`config.mk`:
```
export PLATFORM = sky130hd
export DESIGN_NAME = atop_resolver
export DESIGN_NICKNAME = d
export VERILOG_FILES = /design/src/hw/atop_pkg.sv /design/src/hw/amo_alu.sv /design/src/hw/lrsc_reservation.sv /design/src/hw/amo_sequencer.sv /design/src/hw/resp_buffer.sv /design/src/hw/atop_resolver.sv
export SDC_FILE = /design/constraint.sdc
export NUM_CORES = 1
export LEC_CHECK = 0
export BUFFER_PORTS_ARGS = -buffer_cell sky130_fd_sc_hd__buf_2
export CORE_AREA = 2 2 155 157
export DETAILED_ROUTE_END_ITERATION = 8
export DIE_AREA = 0 0 157 159
export PLACE_DENSITY = 0.95
export SLEW_MARGIN = 20
export SYNTH_ARGS = -nofsm -noshare
export SYNTH_HDL_FRONTEND = slang
export SYNTH_SLANG_ARGS = --single-unit
```
`constraint.sdc`:
```
create_clock -name clk_i -period 10.8 [get_ports clk_i]
set_input_delay 1.62 -clock clk_i [delete_from_list [all_inputs] [get_ports clk_i]]
set_output_delay 1.62 -clock clk_i [all_outputs]
set_load 0.01 [all_outputs]
```
`src/hw/atop_pkg.sv`:
```
// -----------------------------------------------
// Atomic resolver shared definitions
// Bus widths and the OBI atomic opcode encoding
// -----------------------------------------------

`default_nettype none

package atop_pkg;

  // -----------------------------------------------
  // Bus widths
  // -----------------------------------------------

  localparam int unsigned AddrWidth = 32;
  localparam int unsigned DataWidth = 32;
  localparam int unsigned IdWidth   = 4;
  localparam int unsigned BeWidth   = DataWidth / 8;

  // -----------------------------------------------
  // Atomic opcodes
  // -----------------------------------------------

  // Bit 5 marks an atomic, LR and SC are the two non-AMO codes among them
  typedef enum logic [5:0] {
    ATOPNONE = 6'h00,
    AMOADD   = 6'h20,
    AMOSWAP  = 6'h21,
    ATOPLR   = 6'h22,
    ATOPSC   = 6'h23,
    AMOXOR   = 6'h24,
    AMOOR    = 6'h28,
    AMOAND   = 6'h2C,
    AMOMIN   = 6'h30,
    AMOMAX   = 6'h34,
    AMOMINU  = 6'h38,
    AMOMAXU  = 6'h3C
  } atop_e;

endpackage

`default_nettype wire

```
`src/hw/amo_alu.sv`:
```
// -----------------------------------------------
// AMO ALU
// Computes the value written back by an AMO from
// the old memory word and the request operand
// -----------------------------------------------

`timescale 1ns/1ps
`default_nettype none

module amo_alu (
  input  atop_pkg::atop_e                op_i,
  input  logic [atop_pkg::DataWidth-1:0] operand_a_i,
  input  logic [atop_pkg::DataWidth-1:0] operand_b_i,
  output logic [atop_pkg::DataWidth-1:0] result_o
);

  import atop_pkg::*;

  logic                 sext;
  logic                 sub;
  logic                 a_lt_b;
  logic [DataWidth:0]   ext_a;
  logic [DataWidth:0]   ext_b;
  logic [DataWidth:0]   adder_sum;

  // Signed compares extend with the sign bit, unsigned ones with zero
  assign sext = op_i inside {AMOMIN, AMOMAX};
  assign sub  = op_i inside {AMOMIN, AMOMAX, AMOMINU, AMOMAXU};

  assign ext_a = {sext & operand_a_i[DataWidth-1], operand_a_i};
  assign ext_b = {sext & operand_b_i[DataWidth-1], operand_b_i};

  // One adder for add and for a - b, the carry-in completes the negation
  assign adder_sum = ext_a + (sub ? ~ext_b : ext_b) + {{DataWidth{1'b0}}, sub};

  // The top bit of the extended difference is the sign of a - b
  assign a_lt_b = adder_sum[DataWidth];

  always_comb begin
    unique case (op_i)
      AMOSWAP: result_o = operand_b_i;
      AMOADD:  result_o = adder_sum[DataWidth-1:0];
      AMOXOR:  result_o = operand_a_i ^ operand_b_i;
      AMOAND:  result_o = operand_a_i & operand_b_i;
      AMOOR:   result_o = operand_a_i | operand_b_i;
      AMOMIN:  result_o = a_lt_b ? operand_a_i : operand_b_i;
      AMOMINU: result_o = a_lt_b ? operand_a_i : operand_b_i;
      AMOMAX:  result_o = a_lt_b ? operand_b_i : operand_a_i;
      AMOMAXU: result_o = a_lt_b ? operand_b_i : operand_a_i;
      default: result_o = '0;
    endcase
  end

endmodule

`default_nettype wire

```
`src/hw/lrsc_reservation.sv`:
```
// -----------------------------------------------
// LR/SC reservation tracking
// Holds one reservation and decides SC success
// -----------------------------------------------

`timescale 1ns/1ps
`default_nettype none

module lrsc_reservation (
  input  logic                           clk_i,
  input  logic                           rst_ni,
  input  logic                           take_i,
  input  logic [atop_pkg::AddrWidth-1:0] addr_i,
  input  logic [atop_pkg::IdWidth-1:0]   aid_i,
  input  atop_pkg::atop_e                atop_i,
  input  logic                           we_i,
  output logic                           sc_we_o,
  output logic                           sc_q_o,
  output logic                           success_q_o
);

  import atop_pkg::*;

  logic                 res_valid_q, res_valid_d;
  logic [AddrWidth-1:0] res_addr_q, res_addr_d;
  logic [IdWidth-1:0]   res_id_q, res_id_d;
  logic                 success_d;
  logic                 is_store;

  // Anything that may modify memory counts as a store for the reservation
  assign is_store = we_i || (atop_i == ATOPSC) ||
                    (atop_i[5] && !(atop_i inside {ATOPLR, ATOPSC}));

  // An SC writes only while its own reservation on that address is intact
  assign sc_we_o = (atop_i == ATOPSC) && res_valid_q &&
                   (res_id_q == aid_i) && (res_addr_q == addr_i);

  always_comb begin
    res_valid_d = res_valid_q;
    res_addr_d  = res_addr_q;
    res_id_d    = res_id_q;
    success_d   = 1'b0;
    if (take_i) begin
      // Another ID cannot steal a live reservation, which avoids live-lock
      if (atop_i == ATOPLR && (!res_valid_q || res_id_q == aid_i)) begin
        res_valid_d = 1'b1;
        res_addr_d  = addr_i;
        res_id_d    = aid_i;
        success_d   = 1'b1;
      end
      if (aid_i != res_id_q && addr_i == res_addr_q && is_store) begin
        res_valid_d = 1'b0;
      end
      // Any SC from the owner ends the reservation, matching or not
      if (res_valid_q && atop_i == ATOPSC && res_id_q == aid_i) begin
        res_valid_d = 1'b0;
        success_d   = sc_we_o;
      end
    end
  end

  always_ff @(posedge clk_i or negedge rst_ni) begin
    if (!rst_ni) begin
      res_valid_q <= 1'b0;
      res_addr_q  <= '0;
      res_id_q    <= '0;
      success_q_o <= 1'b0;
      sc_q_o      <= 1'b0;
    end else begin
      res_valid_q <= res_valid_d;
      res_addr_q  <= res_addr_d;
      res_id_q    <= res_id_d;
      success_q_o <= success_d;
      sc_q_o      <= take_i && (atop_i == ATOPSC);
    end
  end

endmodule

`default_nettype wire

```
`src/hw/amo_sequencer.sv`:
```
// -----------------------------------------------
// AMO sequencer
// Splits an AMO into a read and a locked write,
// passes every other request through
// -----------------------------------------------

`timescale 1ns/1ps
`default_nettype none

module amo_sequencer (
  input  logic                           clk_i,
  input  logic                           rst_ni,
  input  logic                           req_i,
  input  logic [atop_pkg::AddrWidth-1:0] addr_i,
  input  logic                           we_i,
  input  logic [atop_pkg::BeWidth-1:0]   be_i,
  input  logic [atop_pkg::DataWidth-1:0] wdata_i,
  input  logic [atop_pkg::IdWidth-1:0]   aid_i,
  input  atop_pkg::atop_e                atop_i,
  input  logic                           gnt_i,
  input  logic                           rvalid_i,
  input  logic [atop_pkg::DataWidth-1:0] rdata_i,
  input  logic                           buf_ready_i,
  input  logic                           sc_we_i,
  output logic                           gnt_o,
  output logic                           take_o,
  output logic                           req_o,
  output logic [atop_pkg::AddrWidth-1:0] addr_o,
  output logic                           we_o,
  output logic [atop_pkg::BeWidth-1:0]   be_o,
  output logic [atop_pkg::DataWidth-1:0] wdata_o,
  output logic [atop_pkg::IdWidth-1:0]   aid_o,
  output logic                           wb_pending_o
);

  import atop_pkg::*;

  typedef enum logic {
    Idle,
    DoAMO
  } state_e;

  state_e               state_q, state_d;
  logic                 is_amo;
  logic                 load_amo;
  logic                 wb_pending_q;
  atop_e                op_q;
  logic [AddrWidth-1:0] addr_q;
  logic [IdWidth-1:0]   aid_q;
  logic [DataWidth-1:0] operand_a_q;
  logic [DataWidth-1:0] operand_b_q;
  logic [DataWidth-1:0] operand_a;
  logic [DataWidth-1:0] amo_result;

  assign is_amo = atop_i[5] && !(atop_i inside {ATOPLR, ATOPSC});

  // The subordinate side is held off for the whole AMO
  assign gnt_o  = buf_ready_i && gnt_i && (state_q == Idle);
  assign take_o = req_i && gnt_o;

  // The old value is live on rvalid_i in the first DoAMO cycle only
  assign operand_a    = rvalid_i ? rdata_i : operand_a_q;
  assign wb_pending_o = wb_pending_q;

  amo_alu u_amo_alu (
    .op_i        (op_q),
    .operand_a_i (operand_a),
    .operand_b_i (operand_b_q),
    .result_o    (amo_result)
  );

  always_comb begin
    state_d  = state_q;
    load_amo = 1'b0;
    req_o    = req_i && buf_ready_i;
    addr_o   = addr_i;
    be_o     = be_i;
    wdata_o  = wdata_i;
    aid_o    = aid_i;
    if (atop_i == ATOPSC) begin
      we_o = sc_we_i;
    end else if (atop_i == ATOPLR || is_amo) begin
      we_o = 1'b0;
    end else begin
      we_o = we_i;
    end
    unique case (state_q)
      Idle: begin
        if (take_o && is_amo) begin
          load_amo = 1'b1;
          state_d  = DoAMO;
        end
      end
      // Write back the ALU result until the memory grants it
      DoAMO: begin
        req_o   = 1'b1;
        we_o    = 1'b1;
        addr_o  = addr_q;
        aid_o   = aid_q;
        be_o    = {BeWidth{1'b1}};
        wdata_o = amo_result;
        if (gnt_i) begin
          state_d = Idle;
        end
      end
      default: state_d = Idle;
    endcase
  end

  always_ff @(posedge clk_i or negedge rst_ni) begin
    if (!rst_ni) begin
      state_q      <= Idle;
      op_q         <= ATOPNONE;
      wb_pending_q <= 1'b0;
    end else begin
      state_q <= state_d;
      // The response to a granted writeback arrives in the next cycle
      wb_pending_q <= (state_q == DoAMO) && gnt_i;
      if (load_amo) begin
        op_q <= atop_i;
      end
    end
  end

  always_ff @(posedge clk_i) begin
    if (load_amo) begin
      addr_q      <= addr_i;
      aid_q       <= aid_i;
      operand_b_q <= wdata_i;
    end
    if (rvalid_i) begin
      operand_a_q <= rdata_i;
    end
  end

endmodule

`default_nettype wire

```
`src/hw/resp_buffer.sv`:
```
// -----------------------------------------------
// Response buffer
// Pairs granted IDs with returned data and keeps
// both in order under rready back-pressure
// -----------------------------------------------

`timescale 1ns/1ps
`default_nettype none

module resp_buffer (
  input  logic                           clk_i,
  input  logic                           rst_ni,
  input  logic                           take_i,
  input  logic [atop_pkg::IdWidth-1:0]   aid_i,
  input  logic                           rvalid_i,
  input  logic [atop_pkg::DataWidth-1:0] rdata_i,
  input  logic                           err_i,
  input  logic                           sc_q_i,
  input  logic                           success_q_i,
  input  logic                           drop_i,
  input  logic                           rready_i,
  output logic                           buf_ready_o,
  output logic                           rvalid_o,
  output logic [atop_pkg::DataWidth-1:0] rdata_o,
  output logic [atop_pkg::IdWidth-1:0]   rid_o,
  output logic                           err_o,
  output logic                           exokay_o
);

  import atop_pkg::*;

  logic [IdWidth-1:0]   id_mem [2];
  logic                 id_wptr, id_rptr;
  logic [1:0]           id_cnt;
  logic [DataWidth+1:0] dat_mem [2];
  logic [DataWidth+1:0] entry_in, entry_out;
  logic [DataWidth-1:0] resp_data;
  logic                 dat_wptr, dat_rptr;
  logic [1:0]           dat_cnt;
  logic                 dat_empty, dat_push, dat_wr, dat_rd, pop;

  // An SC reports 0 on success and 1 on failure instead of memory data
  assign resp_data = sc_q_i ? {{(DataWidth-1){1'b0}}, !success_q_i} : rdata_i;
  assign entry_in  = {success_q_i, err_i, resp_data};

  // Data FIFO is fall-through, so a response leaves in the cycle it arrives
  assign dat_push  = rvalid_i && !drop_i;
  assign dat_empty = (dat_cnt == 2'd0);
  assign entry_out = dat_empty ? entry_in : dat_mem[dat_rptr];
  assign dat_wr    = dat_push && !(dat_empty && pop);
  assign dat_rd    = pop && !dat_empty;

  assign buf_ready_o = dat_empty;
  assign rvalid_o    = (id_cnt != 2'd0) && (dat_push || !dat_empty);
  assign pop         = rvalid_o && rready_i;
  assign rid_o       = id_mem[id_rptr];
  assign exokay_o    = entry_out[DataWidth+1];
  assign err_o       = entry_out[DataWidth];
  assign rdata_o     = entry_out[DataWidth-1:0];

  always_ff @(posedge clk_i or negedge rst_ni) begin
    if (!rst_ni) begin
      id_wptr  <= 1'b0;
      id_rptr  <= 1'b0;
      id_cnt   <= 2'd0;
      dat_wptr <= 1'b0;
      dat_rptr <= 1'b0;
      dat_cnt  <= 2'd0;
    end else begin
      id_wptr  <= id_wptr ^ take_i;
      id_rptr  <= id_rptr ^ pop;
      id_cnt   <= id_cnt + {1'b0, take_i} - {1'b0, pop};
      dat_wptr <= dat_wptr ^ dat_wr;
      dat_rptr <= dat_rptr ^ dat_rd;
      dat_cnt  <= dat_cnt + {1'b0, dat_wr} - {1'b0, dat_rd};
    end
  end

  always_ff @(posedge clk_i) begin
    if (take_i) begin
      id_mem[id_wptr] <= aid_i;
    end
    if (dat_wr) begin
      dat_mem[dat_wptr] <= entry_in;
    end
  end

endmodule

`default_nettype wire

```
`src/hw/atop_resolver.sv`:
```
// -----------------------------------------------
// Atomic operation resolver
// Resolves OBI atomics and LR/SC in front of a
// single-port memory without atomic support
// -----------------------------------------------

`timescale 1ns/1ps
`default_nettype none

module atop_resolver (
  input  logic                           clk_i,
  input  logic                           rst_ni,
  // Subordinate side
  input  logic                           req_i,
  input  logic [atop_pkg::AddrWidth-1:0] addr_i,
  input  logic                           we_i,
  input  logic [atop_pkg::BeWidth-1:0]   be_i,
  input  logic [atop_pkg::DataWidth-1:0] wdata_i,
  input  logic [atop_pkg::IdWidth-1:0]   aid_i,
  input  atop_pkg::atop_e                atop_i,
  output logic                           gnt_o,
  output logic                           rvalid_o,
  output logic [atop_pkg::DataWidth-1:0] rdata_o,
  output logic [atop_pkg::IdWidth-1:0]   rid_o,
  output logic                           err_o,
  output logic                           exokay_o,
  input  logic                           rready_i,
  // Manager side
  output logic                           req_o,
  output logic [atop_pkg::AddrWidth-1:0] addr_o,
  output logic                           we_o,
  output logic [atop_pkg::BeWidth-1:0]   be_o,
  output logic [atop_pkg::DataWidth-1:0] wdata_o,
  output logic [atop_pkg::IdWidth-1:0]   aid_o,
  input  logic                           gnt_i,
  input  logic                           rvalid_i,
  input  logic [atop_pkg::DataWidth-1:0] rdata_i,
  input  logic                           err_i
);

  logic take, buf_ready, wb_pending;
  logic sc_we, sc_q, success_q;

  lrsc_reservation u_lrsc_reservation (
    .clk_i, .rst_ni, .take_i (take), .addr_i, .aid_i, .atop_i, .we_i,
    .sc_we_o (sc_we), .sc_q_o (sc_q), .success_q_o (success_q)
  );

  amo_sequencer u_amo_sequencer (
    .clk_i, .rst_ni, .req_i, .addr_i, .we_i, .be_i, .wdata_i, .aid_i, .atop_i,
    .gnt_i, .rvalid_i, .rdata_i, .buf_ready_i (buf_ready), .sc_we_i (sc_we),
    .gnt_o, .take_o (take), .req_o, .addr_o, .we_o, .be_o, .wdata_o, .aid_o,
    .wb_pending_o (wb_pending)
  );

  // Writeback responses of an AMO never reach the subordinate side
  resp_buffer u_resp_buffer (
    .clk_i, .rst_ni, .take_i (take), .aid_i, .rvalid_i, .rdata_i, .err_i,
    .sc_q_i (sc_q), .success_q_i (success_q), .drop_i (wb_pending), .rready_i,
    .buf_ready_o (buf_ready), .rvalid_o, .rdata_o, .rid_o, .err_o, .exokay_o
  );

endmodule

`default_nettype wire

```
==> results by stage <==
Run status:
- The run finished with clean final reports.

GRT:
- The total grt overflow is 0.
- Across every metal layer, demand over resource in global routing totals 0.301.
- The via count of the first global-routing pass is 11.3k.
- The first global-routing pass estimated 59400 microns of wire.
- Entering global routing, the biggest net connects 103 pins.
- The number of antenna violations at the first check in global routing is 3.

Synthesis:
- The fraction of synthesis flops using an asynchronous set or reset pin is 0.238.
- The number of different library cells in the post-synthesis netlist is 74.
- In the synthesized netlist the dominant register cell turns out to be edfxtp_1.
- By count the netlist is led by edfxtp_1 (144), nand2_1 (119), o21ai_0 (118).
- The number of enable flip-flop cells after synthesis is 144.
- For this run, the number of Yosys warnings is 0.
- The sequential-to-total area share from yosys stat is 0.446.
- The summed instance area of the synthesized netlist is 14200 sq um.
- When the netlist entered floorplanning its net count stood at 1553.
- The most common cell in the synthesized netlist is edfxtp_1.
- Yosys attributes the largest share of cell area to edfxtp_1 (30%), dfrtp_1 (9.7%), ha_1 (9.1%).
- A synthesized cell averages 10.7 sq um.
- The cell type with the highest aggregate area in the netlist is edfxtp_1.
- Counting flops and latches in the post-synthesis netlist gives 231.
- Counting every instance in the synthesized netlist gives 1331.
- The fraction of synthesized cell area taken by the top area cell type is 0.304.

Critical path:
- The maximum fanout count along the critical path is 33.
- STA puts the critical path data required time at 9.18 ns.
- The critical path crosses 14 cells after its start point.
- The number of buffer and inverter stages on the critical path is 4.
- The capturing element type of the critical path is an output pin.
- The largest delay contributor family on the critical path is simple AND/OR/NAND/NOR gates.
- The cell with the most instances on the worst path is buf_2.
- The worst setup path is of the primary input to output pin kind.
- The slowest cell on the critical path is or4_1.
- The cell count of the worst reg-to-reg path is 7.
- The largest incremental delay on the critical path is 0.56 ns.
- The critical path launch point type is a primary input.
- Walking the worst path, the cells encountered are buf_2, buf_4, mux2i_1, inv_1, ha_1, nand2_1, or4_1, o21ai_1, o21ai_2, xnor3_1, a21o_1, and2_1, a221o_1, buf_2.
- Data arrives at the worst endpoint at 6.34 ns.

Placement:
- Detailed placement finished with a half-perimeter wire length of 27300 microns.
- The routability-driven placement congestion ratio is 0.931.
- The cell total after placement is 1828.
- Buffers placed on the I/O ports in this run total 231.

Drt:
- The final layout contains routed wiring with a total length of 39200 microns.
- Once detail routing completed, the nets flagged for antenna violations numbered 0.
- The number of search-and-repair iterations in the first detailed-routing pass is 7.
- The count of vias placed by the detailed router is 11.3k.
- The mean number of vias per cell is 6.04.
- The starting DRC count in detailed routing is 1171.
- In the final routed layout, each cell accounts on average for 20.9 microns.
- The number of design rule violations left after detail routing is 0.

Die:
- The floorplan step defined a die boundary enclosing 25000 sq um.
- The area inside the core boundary is 23200 sq um.
- The die is 159 microns tall.
- During I/O placement, the number of pins put on the boundary was 232.
- The initial utilization of the core area, before any placement, comes to 0.613.
- Measured along the x axis, the die boundary spans 157 microns.
- The number of core rows is 56.

Clocking:
- At the later pin of the worst-skew pair, clock insertion delay measures 0.55 ns.
- The tree is rooted in a clkbuf_16.
- The clock-pin transition on the worst setup and hold timing paths is 0.06 ns.
- In this run the number of H-tree levels came out at 1.
- TritonCTS created 25 clock buffers.
- In this run the deepest clock path goes through 3 buffers.
- The total of cells resized after clock tree synthesis is 0.
- The post-CTS setup-driven buffer insertion count is 0.
- The clock drives 231 sinks.
- TritonCTS built the clock tree.
- The hold-fix buffer count after cts is 0.

Final layout:
- The relative area change from synthesis to final layout is 16.2%.
- The fill cell total of the finished layout is 1608.
- In the final layout, the share of cells above drive strength 1 is 0.263.
- Excluding fillers, the count of instances in the completed layout stands at 1878.
- At the end of the flow, the number of nets in the layout was 1759.

STA:
- Counting I/O delays and the setup requirement, the final critical path takes 7.96 ns.
- Summed over all failing endpoints, the final setup total negative slack is 0 ns.
- The final count of pins violating max slew is 0.
- The transition time of the tightest slew-check pin is 1.08 ns.
- The number of setup violations in the final report is 0.
- The count of endpoints failing hold in the final timing report was 0.
- Setup repair after global routing left no endpoint under its margin.
- The final setup skew is 0.0205 ns.
- Derived from the worst setup path, the maximum achievable clock frequency is 126 MHz.
- The period utilization is 0.737.
- In this run the tightest slew margin relative to its limit is 0.279.

Job:
- Across the run, the number of max-cap violations was 0.

Power and ir drop:
- Summed over all cells, the static leakage comes to 7.18 nW.
- The power per unit of standard cell area is 241 nW/um^2.
- Across the VDD grid, the largest voltage drop is 0.164 mV.

Worst hold path:
- The cell depth of the worst hold path is 1.
- The path class of the tightest hold or removal check is flop to flop.
## routing by layer
metal | up-vias | global-route usage | share of wire | routed length (microns)
met4 | 0 | 0.107 | 0.036 | 1390
met5 | - | 0 | 0 | 0
met1 | 5407 | 0.414 | 0.40 | 15800
met3 | 110 | 0.0558 | 0.097 | 3820
li1 | 5235 | - | - | -
met2 | 591 | 0.480 | 0.46 | 18100
## area by class of cell
cell class	instances	area, sq um	area share
multi-input combinational	940	7270	0.440
sequential	231	6340	0.384
timing repair buffer	249	1310	0.0794
clock buffer	35	693	0.0420
tap	319	399	0.0242
inverter	90	338	0.0205
clock inverter	10	144	0.00872
antenna	4	10.0	0.000606
## report_power, final
part / switching (mW) / leakage [nW] / internal (mW) / total (mW)
clock: 0.364 / 0.404 / 0.522 / 0.886
sequential: 0.0896 / 2.32 / 1.08 / 1.16
combinational: 1.17 / 4.46 / 0.751 / 1.92
total: 1.62 / 7.18 / 2.35 / 3.97
## state kept, by name (all words and copies together) (netlist names)
| signal | flops |
|---|---|
| u_resp_buffer.id_wptr | 1 |
| u_amo_sequencer.addr_q | 32 |
| u_lrsc_reservation.res_addr_q | 32 |
| u_amo_sequencer.operand_b_q | 32 |
| u_resp_buffer.dat_cnt | 2 |
| u_resp_buffer.id_cnt | 2 |
| u_lrsc_reservation.res_valid_q | 1 |
| u_resp_buffer.dat_mem | 68 |
| u_amo_sequencer.operand_a_q | 32 |
| u_lrsc_reservation.success_q_o | 1 |
| u_lrsc_reservation.res_id_q | 4 |
| u_resp_buffer.dat_wptr | 1 |
| u_resp_buffer.id_rptr | 1 |
| u_lrsc_reservation.sc_q_o | 1 |
| u_amo_sequencer.wb_pending_o | 1 |
| u_resp_buffer.id_mem | 8 |
| u_resp_buffer.dat_rptr | 1 |
| u_amo_sequencer.aid_q | 4 |
| u_amo_sequencer.op_q | 6 |
| u_amo_sequencer.state_q | 1 |
## cells in the final DEF (no fill, tap or decap), drive strengths merged, types with 7 or more instances in the layout
| master | n |
|---|---|
| nor3 | 11 |
| ha | 103 |
| buf | 249 |
| inv | 91 |
| xor2 | 21 |
| dfrtp | 55 |
| a31oi | 9 |
| mux2i | 56 |
| dfxtp | 32 |
| nand4 | 14 |
| a211o | 7 |
| a22oi | 14 |
| a21oi | 44 |
| o21ai | 121 |
| xnor2 | 81 |
| nand3 | 10 |
| a211oi | 7 |
| mux2 | 95 |
| o211ai | 8 |
| nand2b | 8 |
| nor2 | 42 |
| nor2b | 36 |
| and2 | 8 |
| and3 | 7 |
| a22o | 11 |
| a21o | 23 |
| nand2 | 119 |
| a221o | 11 |
| edfxtp | 144 |
| a222oi | 12 |
| clkbuf | 35 |
## per-stage QoR
step,worst slack [ns],instance area (sq um),power [mW],hold slack (ns),util
floorplan,3.70,14200,2.50,0.446,-
global route,2.59,16500,4.18,0.506,0.712
global placement,3.02,15600,3.00,0.463,0.674
finish,2.84,16500,3.97,0.490,0.712
detailed placement,2.91,15600,3.06,0.472,0.674
CTS,2.90,16500,3.94,0.483,0.710
## final timing paths
kind	startpoint	end	slack (ns)
worst max register to register	u_amo_sequencer.state_q$_DFF_PN0_	u_amo_sequencer.operand_b_q[28]$_DFFE_PP_	7.49
max in group asynchronous	rst_ni	u_amo_sequencer.op_q[2]$_DFFE_PN0P_	9.07
worst min register to register	u_resp_buffer.id_cnt[1]$_DFF_PN0_	u_resp_buffer.id_cnt[1]$_DFF_PN0_	0.49
min in group asynchronous	rst_ni	u_resp_buffer.id_rptr$_DFF_PN0_	1.22
worst min-delay path	u_resp_buffer.id_cnt[1]$_DFF_PN0_	u_resp_buffer.id_cnt[1]$_DFF_PN0_	0.49
worst max-delay path	rvalid_i	wdata_o[3]	2.84
## logic make-up after synthesis
kind of cell,Yosys count,synth area share
AOI/OAI and AO/OA,307,0.144
and+or+nand+nor,274,0.0920
DFF,231,0.446
buffers and inverters,160,0.0445
muxes,152,0.117
adders and majority gates,104,0.0921
xor gates and xnor gates,103,0.0645
Power figures use the tool's default switching activity.
